### src/hdl/csr_defines.svh
`ifndef CSR_DEFINES_SVH
`define CSR_DEFINES_SVH

// register and data path width
`define CSR_DATA_W 32

// csr number field carried by a request
`define CSR_NUM_W 14

`define ECODE_W 6

// external interrupt lines into estat bits 9 to 2
`define HWI_W 8

`define TIMER_W 32

// da set, everything else clear
`define CRMD_RESET 32'h0000_0008

// lie bits 9 to 0 and the timer enable at bit 11
`define LIE_MASK 32'h0000_0bff

`endif

### src/hdl/csr_op_pkg.sv
`include "csr_defines.svh"

package csr_op_pkg;

    // operation carried by a pipeline request
    typedef enum logic [2:0] {
        op_csrrd,
        op_csrwr,
        op_csrxchg,
        op_ertn,
        op_excp
    } csr_op_e;

    // exception codes as stored in estat
    typedef enum logic [`ECODE_W-1:0] {
        ec_int = 6'h00,
        ec_ale = 6'h09,
        ec_sys = 6'h0b,
        ec_brk = 6'h0c,
        ec_ine = 6'h0d,
        ec_ipe = 6'h0e
    } ecode_e;

endpackage

### src/hdl/csr_reg_pkg.sv
`include "csr_defines.svh"

package csr_reg_pkg;

    // csr numbers of the kept registers
    typedef enum logic [`CSR_NUM_W-1:0] {
        csr_crmd   = 14'h000,
        csr_prmd   = 14'h001,
        csr_ecfg   = 14'h004,
        csr_estat  = 14'h005,
        csr_era    = 14'h006,
        csr_eentry = 14'h00c,
        csr_save0  = 14'h030,
        csr_save1  = 14'h031,
        csr_save2  = 14'h032,
        csr_save3  = 14'h033,
        csr_tid    = 14'h040,
        csr_tcfg   = 14'h041,
        csr_tval   = 14'h042,
        csr_ticlr  = 14'h044,
        // anything not listed above
        csr_none   = 14'h3fff
    } csr_addr_e;

    typedef logic [`CSR_DATA_W-1:0] csr_data_t;

    typedef logic [`CSR_DATA_W-1:0] pc_t;

    typedef logic [1:0] plv_t;

endpackage

### src/hdl/csr_decode.sv
`timescale 1ns/100ps
`include "csr_defines.svh"

module csr_decode
    import csr_op_pkg::*, csr_reg_pkg::*;
(
    input  logic                  clk,
    input  logic                  rstn,
    input  logic                  req_valid,
    input  csr_op_e               req_op,
    input  logic [`CSR_NUM_W-1:0] req_csr_num,
    input  csr_data_t             req_wdata,
    input  csr_data_t             req_wmask,
    input  pc_t                   req_pc,
    input  ecode_e                req_ecode,
    input  logic                  stall,
    input  logic                  int_pending,
    output logic                  dec_valid,
    output csr_op_e               dec_op,
    output csr_addr_e             dec_addr,
    output csr_data_t             dec_wdata,
    output csr_data_t             dec_wmask,
    output pc_t                   dec_pc,
    output ecode_e                dec_ecode
);

    logic      accept;
    csr_op_e   eff_op;
    ecode_e    eff_ecode;
    csr_data_t eff_mask;

    function automatic csr_addr_e map_addr(input logic [`CSR_NUM_W-1:0] num);
        csr_addr_e a;
        a = csr_addr_e'(num);
        case (a)
            csr_crmd, csr_prmd, csr_ecfg, csr_estat, csr_era, csr_eentry,
            csr_save0, csr_save1, csr_save2, csr_save3,
            csr_tid, csr_tcfg, csr_tval, csr_ticlr:
                map_addr = a;
            default:
                map_addr = csr_none;
        endcase
    endfunction

    assign accept = req_valid && !stall;

    always_comb
    begin
        eff_op = req_op;
        eff_ecode = req_ecode;
        // pending interrupt takes the slot, pc stays
        if (int_pending)
        begin
            eff_op = op_excp;
            eff_ecode = ec_int;
        end
        case (eff_op)
            op_csrwr:   eff_mask = '1;
            op_csrxchg: eff_mask = req_wmask;
            default:    eff_mask = '0;
        endcase
    end

    always_ff @(posedge clk)
    begin
        if (!rstn)
            dec_valid <= 1'b0;
        else
            dec_valid <= accept;
    end

    always_ff @(posedge clk)
    begin
        if (accept)
        begin
            dec_op <= eff_op;
            dec_addr <= map_addr(req_csr_num);
            dec_wdata <= req_wdata;
            dec_wmask <= eff_mask;
            dec_pc <= req_pc;
            dec_ecode <= eff_ecode;
        end
    end

endmodule

### src/hdl/csr_execute.sv
`timescale 1ns/100ps
`include "csr_defines.svh"

module csr_execute
    import csr_op_pkg::*, csr_reg_pkg::*;
(
    input  logic              clk,
    input  logic              rstn,
    input  logic [`HWI_W-1:0] hw_int,
    input  logic              dec_valid,
    input  csr_op_e           dec_op,
    input  csr_addr_e         dec_addr,
    input  csr_data_t         dec_wdata,
    input  csr_data_t         dec_wmask,
    input  pc_t               dec_pc,
    input  ecode_e            dec_ecode,
    output logic              int_pending,
    output logic              exe_valid,
    output csr_op_e           exe_op,
    output csr_data_t         exe_rdata,
    output pc_t               exe_target,
    output plv_t              crmd_plv,
    output logic              crmd_ie
);

    csr_data_t           crmd_q;
    csr_data_t           prmd_q;
    csr_data_t           ecfg_q;
    csr_data_t           era_q;
    csr_data_t           eentry_q;
    csr_data_t           save_q [4];
    csr_data_t           tid_q;
    csr_data_t           tcfg_q;
    logic [1:0]          estat_is_q;
    ecode_e              estat_ecode_q;
    logic                timer_flag_q;
    logic                timer_run_q;
    logic [`TIMER_W-1:0] tval_q;

    csr_data_t estat_val;
    csr_data_t old_val;
    csr_data_t merged;
    logic      csr_write;
    logic      tcfg_wr;
    logic      ticlr_wr;

    assign estat_val = {10'b0, estat_ecode_q, 4'b0, timer_flag_q, 1'b0, hw_int, estat_is_q};

    assign int_pending = crmd_q[2] && |(estat_val[11:0] & ecfg_q[11:0]);

    always_comb
    begin
        case (dec_addr)
            csr_crmd:   old_val = crmd_q;
            csr_prmd:   old_val = prmd_q;
            csr_ecfg:   old_val = ecfg_q;
            csr_estat:  old_val = estat_val;
            csr_era:    old_val = era_q;
            csr_eentry: old_val = eentry_q;
            csr_save0, csr_save1, csr_save2, csr_save3:
                old_val = save_q[dec_addr[1:0]];
            csr_tid:    old_val = tid_q;
            csr_tcfg:   old_val = tcfg_q;
            csr_tval:   old_val = csr_data_t'(tval_q);
            // ticlr and unknown numbers read as zero
            default:    old_val = '0;
        endcase
    end

    assign merged = (old_val & ~dec_wmask) | (dec_wdata & dec_wmask);
    assign csr_write = dec_valid && (dec_op == op_csrwr || dec_op == op_csrxchg);
    assign tcfg_wr = csr_write && dec_addr == csr_tcfg;
    assign ticlr_wr = csr_write && dec_addr == csr_ticlr && merged[0];

    always_ff @(posedge clk)
    begin
        if (!rstn)
        begin
            crmd_q <= `CRMD_RESET;
            prmd_q <= '0;
            ecfg_q <= '0;
            era_q <= '0;
            eentry_q <= '0;
            for (int i = 0; i < 4; i++)
                save_q[i] <= '0;
            tid_q <= '0;
            tcfg_q <= '0;
            estat_is_q <= 2'b00;
            estat_ecode_q <= ec_int;
        end
        else if (dec_valid)
        begin
            case (dec_op)
                op_csrwr, op_csrxchg:
                begin
                    case (dec_addr)
                        csr_crmd:
                        begin
                            crmd_q[2:0] <= merged[2:0];
                            crmd_q[8:5] <= merged[8:5];
                            // da and pg only as a legal pair
                            if (merged[4] ^ merged[3])
                                crmd_q[4:3] <= merged[4:3];
                        end
                        csr_prmd:   prmd_q[2:0] <= merged[2:0];
                        csr_ecfg:   ecfg_q <= merged & `LIE_MASK;
                        csr_estat:  estat_is_q <= merged[1:0];
                        csr_era:    era_q <= merged;
                        csr_eentry: eentry_q <= merged;
                        csr_save0, csr_save1, csr_save2, csr_save3:
                            save_q[dec_addr[1:0]] <= merged;
                        csr_tid:    tid_q <= merged;
                        csr_tcfg:   tcfg_q <= merged;
                        default:    ;
                    endcase
                end
                op_excp:
                begin
                    prmd_q[2:0] <= crmd_q[2:0];
                    crmd_q[2:0] <= 3'b000;
                    era_q <= dec_pc;
                    estat_ecode_q <= dec_ecode;
                end
                op_ertn:
                    crmd_q[2:0] <= prmd_q[2:0];
                default: ;
            endcase
        end
    end

    // one-shot timer stops at zero, periodic reloads
    always_ff @(posedge clk)
    begin
        if (!rstn)
        begin
            tval_q <= '0;
            timer_run_q <= 1'b0;
            timer_flag_q <= 1'b0;
        end
        else
        begin
            if (tcfg_wr)
            begin
                timer_run_q <= merged[0];
                if (merged[0])
                    tval_q <= {merged[`TIMER_W-1:2], 2'b00};
            end
            else if (timer_run_q)
            begin
                if (tval_q != '0)
                    tval_q <= tval_q - 1'b1;
                else if (tcfg_q[1])
                    tval_q <= {tcfg_q[`TIMER_W-1:2], 2'b00};
                else
                    timer_run_q <= 1'b0;
            end
            if (ticlr_wr)
                timer_flag_q <= 1'b0;
            else if (timer_run_q && tval_q == '0)
                timer_flag_q <= 1'b1;
        end
    end

    always_comb
    begin
        case (dec_op)
            op_excp: exe_target = eentry_q;
            op_ertn: exe_target = era_q;
            default: exe_target = dec_pc + 32'd4;
        endcase
    end

    assign exe_valid = dec_valid;
    assign exe_op = dec_op;
    assign exe_rdata = old_val;
    assign crmd_plv = crmd_q[1:0];
    assign crmd_ie = crmd_q[2];

endmodule

### src/hdl/csr_result.sv
`timescale 1ns/100ps

module csr_result
    import csr_op_pkg::*, csr_reg_pkg::*;
(
    input  logic      clk,
    input  logic      rstn,
    input  logic      exe_valid,
    input  csr_op_e   exe_op,
    input  csr_data_t exe_rdata,
    input  pc_t       exe_target,
    output logic      rdata_valid,
    output csr_data_t rdata,
    output logic      redirect_valid,
    output pc_t       redirect_pc,
    output logic      excp_flush,
    output logic      ertn_flush
);

    logic is_access;
    logic is_redirect;
    logic is_excp;
    logic is_ertn;

    // strobes for the operation in the execute cycle
    always_comb
    begin
        is_access = 1'b0;
        is_redirect = 1'b0;
        is_excp = 1'b0;
        is_ertn = 1'b0;
        if (exe_valid)
        begin
            is_access = exe_op == op_csrrd || exe_op == op_csrwr || exe_op == op_csrxchg;
            is_redirect = exe_op != op_csrrd;
            is_excp = exe_op == op_excp;
            is_ertn = exe_op == op_ertn;
        end
    end

    always_ff @(posedge clk)
    begin
        if (!rstn)
        begin
            rdata_valid <= 1'b0;
            redirect_valid <= 1'b0;
            excp_flush <= 1'b0;
            ertn_flush <= 1'b0;
        end
        else
        begin
            rdata_valid <= is_access;
            redirect_valid <= is_redirect;
            excp_flush <= is_excp;
            ertn_flush <= is_ertn;
        end
    end

    always_ff @(posedge clk)
    begin
        if (exe_valid)
        begin
            rdata <= exe_rdata;
            redirect_pc <= exe_target;
        end
    end

endmodule

### src/hdl/csr_unit.sv
`timescale 1ns/100ps
`include "csr_defines.svh"

module csr_unit
    import csr_op_pkg::*, csr_reg_pkg::*;
(
    input  logic                  clk,
    input  logic                  rstn,
    input  logic                  req_valid,
    input  csr_op_e               req_op,
    input  logic [`CSR_NUM_W-1:0] req_csr_num,
    input  csr_data_t             req_wdata,
    input  csr_data_t             req_wmask,
    input  pc_t                   req_pc,
    input  ecode_e                req_ecode,
    input  logic                  stall,
    input  logic [`HWI_W-1:0]     hw_int,
    output logic                  rdata_valid,
    output csr_data_t             rdata,
    output logic                  redirect_valid,
    output pc_t                   redirect_pc,
    output logic                  excp_flush,
    output logic                  ertn_flush,
    output plv_t                  crmd_plv,
    output logic                  crmd_ie
);

    logic      int_pending;
    logic      dec_valid;
    csr_op_e   dec_op;
    csr_addr_e dec_addr;
    csr_data_t dec_wdata;
    csr_data_t dec_wmask;
    pc_t       dec_pc;
    ecode_e    dec_ecode;
    logic      exe_valid;
    csr_op_e   exe_op;
    csr_data_t exe_rdata;
    pc_t       exe_target;

    csr_decode u_decode (
        .clk(clk), .rstn(rstn),
        .req_valid(req_valid), .req_op(req_op), .req_csr_num(req_csr_num),
        .req_wdata(req_wdata), .req_wmask(req_wmask), .req_pc(req_pc),
        .req_ecode(req_ecode), .stall(stall), .int_pending(int_pending),
        .dec_valid(dec_valid), .dec_op(dec_op), .dec_addr(dec_addr),
        .dec_wdata(dec_wdata), .dec_wmask(dec_wmask), .dec_pc(dec_pc),
        .dec_ecode(dec_ecode)
    );

    csr_execute u_execute (
        .clk(clk), .rstn(rstn), .hw_int(hw_int),
        .dec_valid(dec_valid), .dec_op(dec_op), .dec_addr(dec_addr),
        .dec_wdata(dec_wdata), .dec_wmask(dec_wmask), .dec_pc(dec_pc),
        .dec_ecode(dec_ecode), .int_pending(int_pending),
        .exe_valid(exe_valid), .exe_op(exe_op), .exe_rdata(exe_rdata),
        .exe_target(exe_target), .crmd_plv(crmd_plv), .crmd_ie(crmd_ie)
    );

    csr_result u_result (
        .clk(clk), .rstn(rstn),
        .exe_valid(exe_valid), .exe_op(exe_op), .exe_rdata(exe_rdata),
        .exe_target(exe_target), .rdata_valid(rdata_valid), .rdata(rdata),
        .redirect_valid(redirect_valid), .redirect_pc(redirect_pc),
        .excp_flush(excp_flush), .ertn_flush(ertn_flush)
    );

endmodule

### config.mk
export PLATFORM = sky130hd
export DESIGN_NAME = csr_unit
export DESIGN_NICKNAME = d
export VERILOG_FILES = /design/src/hdl/csr_op_pkg.sv /design/src/hdl/csr_reg_pkg.sv /design/src/hdl/csr_decode.sv /design/src/hdl/csr_execute.sv /design/src/hdl/csr_result.sv /design/src/hdl/csr_unit.sv
export VERILOG_INCLUDE_DIRS = /design/src /design/src/hdl
export SDC_FILE = /design/constraint.sdc
export NUM_CORES = 1
export LEC_CHECK = 0
export BUFFER_PORTS_ARGS = -buffer_cell sky130_fd_sc_hd__clkbuf_2
export CAP_MARGIN = 20
export CORE_MARGIN = 2
export CORE_UTILIZATION = 45
export CTS_BUF_LIST = sky130_fd_sc_hd__clkbuf_4 sky130_fd_sc_hd__clkbuf_8
export DETAILED_ROUTE_END_ITERATION = 10
export PLACE_DENSITY_LB_ADDON = 0.12
export SLEW_MARGIN = 20
export SYNTH_ARGS = -nofsm -noshare
export SYNTH_HDL_FRONTEND = slang
export SYNTH_HIERARCHICAL = 1
export SYNTH_SLANG_ARGS = --single-unit
### constraint.sdc
create_clock -name clk -period 7.32 [get_ports clk]
set_input_delay 0.366 -clock clk [delete_from_list [all_inputs] [get_ports clk]]
set_output_delay 0.366 -clock clk [all_outputs]
set_load 0.01 [all_outputs]
# --- After elaboration in Yosys (flattened, before gate mapping) ---
# Memory sizes are Yosys's and may differ from the RTL's. A register that Yosys moved wholly into a read port is not among the register bits.
# Cells that the tools add are included.
op_classes:
  addsub: 2
  eq_ne: 36
  mux: 30
  bitwise_logic: 7
  n_reduce_logical: 40
op_table:
  columns: ["operator", "n"]
  rows:
  - ["$pmux W32 S10", 1]
  - ["$mux W32", 7]
  - ["$pmux W32 S2", 3]
  - ["$eq A14 B6 Y1 const B", 8]
  - ["$eq A14 B7 Y1 const B", 8]
  - ["$eq A14 B3 Y1 const B", 6]
  - ["$and A32 B32 Y32", 2]
  - ["$add A32 B3 Y32 const B", 1]
  - ["$logic_not A32 Y1", 1]
  - ["$not A32 Y32", 1]
  - ["$or A32 B32 Y32", 1]
  - ["$reduce_bool A32 Y1", 1]
  - ["$reduce_or A32 Y1", 1]
  - ["$sub A32 B1 Y32 const B", 1]
  - ["$reduce_and A3 Y1", 10]
  - ["$eq A14 B1 Y1 const B", 2]
  - ["$eq A14 B4 Y1 const B", 2]
  - ["$logic_not A14 Y1", 2]
  - ["$reduce_or A14 Y1", 1]
  - ["$and A12 B12 Y12", 1]
  - ["$reduce_or A12 Y1", 1]
  - ["$mux W1", 11]
  - ["$eq A3 B2 Y1 const B", 3]
  - ["$mux W3", 3]
  - ["other kinds (19)", 37]
totals:
  reg_bits: 381
  ramBits: 128
  inputBits: 131
  out_inout_bits: 71
  memories: 1
mem_list:
  columns: ["name", "words", "word_bits", "read_ports", "rd_clocked_by_memory_dff", "write_ports", "line", "text"]
  rows:
  - ["u_execute.save_q", 4, 32, 1, 1, 4, "csr_execute.sv:31", "csr_data_t save_q [4];"]

# --- Longest topological paths before layout ---
depth:
  word_depth: 9
  depth_mapped: 11

# --- By module ---
# The synthesis kept the hierarchy.
modules_own_cells:
  columns: ["module", "n_inst", "cells_each", "area_each_um2"]
  rows:
  - ["csr_execute", 1, 1895, 17230.3]
  - ["csr_decode", 1, 211, 4199.0]
  - ["csr_result", 1, 75, 2048.2]

# --- Worst setup path after synthesis ---
# No wires, ideal clock.
synth_path:
  kind: "input port to flip-flop"
  start: "input port stall"
  end: "register u_decode.dec_addr[0], enable pin"
  arrival_ns: 5.671
  t_required_ns: 6.705
  setup_slack_ns: 1.034
  stages: 1
  path_cell_list: "nor2b_1"
synth_via:
  elab_chain_len: 2
synth_lines:
  columns: ["element", "line", "text"]
  rows:
  - ["start, declared", "csr_unit.sv:16", "input logic stall,"]
  - ["$logic_not A1 Y1", "csr_decode.sv:45", "assign accept = req_valid && !stall;"]
  - ["$logic_and A1 B1 Y1", "csr_decode.sv:45", null]
  - ["end signal, assigned", "csr_decode.sv:77", "dec_addr <= map_addr(req_csr_num);"]
  - ["end, declared", "csr_decode.sv:20", "output csr_addr_e dec_addr,"]
# Every way passes these cells.
# A chain may end at the register's enable or synchronous reset.

# --- Worst setup path in the final report ---
layout_path:
  start: "register u_decode.dec_addr[0]"
  end: "register u_execute.tval_q[24]"
layout_via:
  elab_chain_len: 7
  elab_cells_between_ends: 24
  cone_classes: "eq/ne (13); mux (3); bitwise (2); reduce/logical (6)"
layout_lines:
  columns: ["element", "line", "text"]
  rows:
  - ["$eq A14 B6 Y1", "csr_execute.sv:53", "case (dec_addr)"]
  - ["$reduce_or A4 Y1", "csr_execute.sv:53", null]
  - ["$pmux W32 S10", "csr_execute.sv:53", null]
  - ["$and A32 B32 Y32", "csr_execute.sv:70", "assign merged = (old_val & ~dec_wmask) | (dec_wdata & dec_wmask);"]
  - ["$or A32 B32 Y32", "csr_execute.sv:70", null]
  - ["$ne A2 B1 Y1 (no line) or $mux W32 (tied branches)", null, null]
  - ["$reduce_and A3 Y1 (no line) or $mux W32 (tied branches)", null, null]
  - ["end signal, assigned", "csr_execute.sv:146", "tval_q <= {merged[`TIMER_W-1:2], 2'b00};"]
  - ["end signal, assigned", "csr_execute.sv:151", "tval_q <= tval_q - 1'b1;"]
  - ["end signal, assigned", "csr_execute.sv:153", "tval_q <= {tcfg_q[`TIMER_W-1:2], 2'b00};"]
  - ["end, declared", "csr_execute.sv:38", "logic [`TIMER_W-1:0] tval_q;"]
# Parallel ways exist; a longest one is shown, timed or not. The select of a mux whose other input is x is not followed.

==> results.yml <==
run_status:
  status: "finished, final reports clean"
layout:
  nNetsFinal: 2599
  stdcell_count: 3219
  fill_cells: 4525
  drive_gt1_share_pct: 19.7
  area.growth.synth_to_final_pct: 19.2
  utilization_pct: 54.4
worst_setup_path:
  crit_end: "u_execute/tval_q[24]"
  cp-startpoint: "u_decode/dec_addr[0]"
  cp.required_ns: 7.89
  r2r_slack_ns: 2.82
  critPathArrivalTime_ns: 5.07
  crit_type: "reg -> reg"
  r2r_start: "u_decode/dec_addr[0]"
  end_kind: "flop"
  path_max_fanout: 63
  reg2regPathDepth: 10
  rr_endpoint: "u_execute/tval_q[24]"
  startpoint_type: "flop"
sta:
  fmax_mhz: 222
  slew_violations: 0
  finalHoldViolCount: 0
  tightest_slew_ns: 1.13
  post-route-min-period_ns: 4.50
  slew_headroom_pct: 23.8
  rsz0062_at_grt: "false"
  tns_ns: 0
  finalClockSkew_ns: 0.0536
  fin_crit_sh_pct: 61.5
  report.final.setup_viol: 0
clocking:
  clkTransAtPathRegs_ns: 0.06
  cts_made_buffers: 89
  h-tree-depth: 3
  cts_root_buf: "clkbuf_8"
  cts.sinks: 509
  clk-insertion-delay-late_ns: 0.72
  postCtsSetupRepairBufs: 0
  clk_path_buf_depth: 3
  cts_tree: "yes"
routing:
  wl_per_cell_um: 26.5
  antenna_left: 0
  drtIter0Drc: 2534
  viasPerCell: 6.14
  wl_um: 85300
  dr.pass1.iters: 6
  route.detailed.drc: 0
  via_count: 19700
place:
  io_buffers: 201
  dp_hpwl_um: 57300
  routabilityCongestion: 0.976
  numPlacedInstances: 2948
global_routing:
  grt_pass1_wl_um: 125000
  antenna_found_initial: 3
  grt_pass1_vias: 18700
  grt_start_max_net_pins: 86
  globalRouteTotalUtil_pct: 31.6
  overflow: 0
flow_run:
  cap_viol_max_count: 0
logic_synthesis:
  synth_nets: 2315
  synth_ff_type: "edfxtp_1"
  ys_ff_latch: 509
  yosysMostFrequentCell: "edfxtp_1"
  synthesis.area_um2: 23500
  synth_top_area_share_pct: 39.8
  synth_common_cells: "edfxtp_1, nand2_1, nor2_1"
  synth.area.top_cells: "edfxtp_1, dfxtp_1, nand2_1"
  syn_inst: 2181
  yosysSeqAreaShare_pct: 56.7
  synth-edff-count: 311
  synth_top_cell_by_area: "edfxtp_1"
  ys_warn_count: 6
  postSynth.asyncResetShare_pct: 0
  synth_cell_types: 90
  syn_area_per_cell_um2: 10.8
power_and_ir_drop:
  vdd_drop_max_v: 0.000145
  leakage_nw: 10.3
  powerDensity_nw_per_um2: 225
floorplanning:
  dieArea_um2: 54000
  initial_core_util_pct: 45.7
  rows: 83
  die_h_um: 232
  coreArea_um2: 51400
  fp.dieW_um: 232
  ios: 202
worst_hold_path:
  min_path_type: "in -> reg"
-- layout by cell type (no fill, tap or decap), drive strengths merged, types with 17 or more instances in the layout --
| master | synthesis | final |
|---|---|---|
| nand2 | 236 | 236 |
| a21o | 35 | 35 |
| nand3 | 106 | 106 |
| nor2 | 229 | 229 |
| inv | 19 | 19 |
| a22oi | 82 | 82 |
| a21oi | 83 | 83 |
| mux2i | 21 | 21 |
| nor4 | 25 | 25 |
| edfxtp | 311 | 311 |
| nand2b | 26 | 26 |
| and2 | 22 | 22 |
| xnor2 | 27 | 27 |
| dlygate4sd3 | 0 | 105 |
| clkbuf | 101 | 333 |
| o211ai | 37 | 37 |
| dfxtp | 198 | 198 |
| mux4 | 32 | 32 |
| o21ai | 142 | 142 |
| nand4 | 27 | 27 |
| o21a | 61 | 61 |
| nor3 | 17 | 17 |
| clkinv | 0 | 25 |
| xor2 | 26 | 26 |
| buf | 69 | 58 |
| a31oi | 33 | 33 |
-- registers in the layout (all words and copies together) (netlist names), 32 cells and up --
register and cells:
u_execute/tid_q 32, u_result/rdata 32, u_execute/era_q 32, u_decode/dec_wmask 32, u_result/redirect_pc 32, u_execute/tcfg_q 32, u_execute/save_q 128, u_decode/dec_wdata 32
u_execute/eentry_q 32, u_decode/dec_pc 32, u_execute/tval_q 32
-- final cells by class --
cell class                 count  area, um2  area share (%)
clock inverter                31        196           0.702
tap                          680        851            3.04
sequential                   509      13300            47.6
inverter                      19       71.3           0.255
clock buffer                 133       1640            5.87
multi-input combinational   1483       9390            33.5
antenna                        1       2.50         0.00894
timing repair buffer         363       2520            9.01
-- power breakdown --
part	internal [mW]	switching, mW	total, mW
sequential	3.11	0.0502	3.16
combinational	0.154	0.253	0.407
clock	1.50	1.21	2.71
total	4.77	1.51	6.29
-- stage by stage --
stage / worst slack (ns) / cell area (um2) / hold WS, ns / total power [mW]
floorplan: 1.03 / 23500 / 0.436 / 3.41
finish: 2.82 / 28000 / 0.0669 / 6.29
CTS: 2.93 / 27900 / 0.0151 / 6.33
global route: 2.60 / 28000 / 0.0508 / 6.49
detailed placement: 2.95 / 25000 / 0.449 / 3.58
global placement: 2.82 / 25000 / 0.444 / 3.57
-- worst min path at each step --
stage | from | to | slack, ns | cells after the start
after floorplan | u_execute/tid_q[6] | u_execute/tid_q[6] | 0.44 | 2
after global placement | u_execute/tid_q[30] | u_execute/tid_q[30] | 0.44 | 2
after detailed placement | u_execute/tid_q[13] | u_execute/tid_q[13] | 0.45 | 2
after CTS | req_op[0] | u_decode/dec_op[0] | 0.02 | 2
after global routing | req_op[0] | u_decode/dec_op[0] | 0.05 | 2
final | req_op[0] | u_decode/dec_op[0] | 0.07 | 2
-- per-layer routing --
metal / part of all wire (%) / up-vias / wire length, um / GRT usage, %
met1: 42 / 9649 / 36000 / 44.8
met4: 3.7 / 2 / 3160 / 12.1
met3: 10 / 199 / 8560 / 6.99
li1: - / 8730 / - / -
met5: 0.023 / - / 20 / 0
met2: 44 / 1169 / 37500 / 47.3
-- worst max-delay path: stages (launching register included) --
cell and delay (ns):
edfxtp_1 0.32, buf_4 0.45, or4b_1 0.58, nor4_4 0.63
buf_4 0.43, and2_1 0.62, nand2_1 0.22, o21ai_4 0.15
buf_4 0.57, o211ai_1 0.19, o211a_1 0.16
-- kinds of logic (layout without fill, tap and decap cells) --
kind of cell	Yosys count	after routing	synth area share, %
AND/OR/NAND/NOR	784	784	16.3
AO/OA/AOI/OAI	586	586	16.9
flip-flops	509	509	56.7
buffers and inverters	189	546	3.83
multiplexers	57	57	4.16
XOR/XNOR	53	53	1.98
adder cells (fa/ha/maj)	3	3	0.160
other	0	1	0
-- what timing repair did --
item                                   4_1_cts  5_1_grt
hold buffers                               105        0
resized for setup                            0        0
endpoints found under the hold margin      105        0
Note: power is estimated with default switching activity, not from simulation.
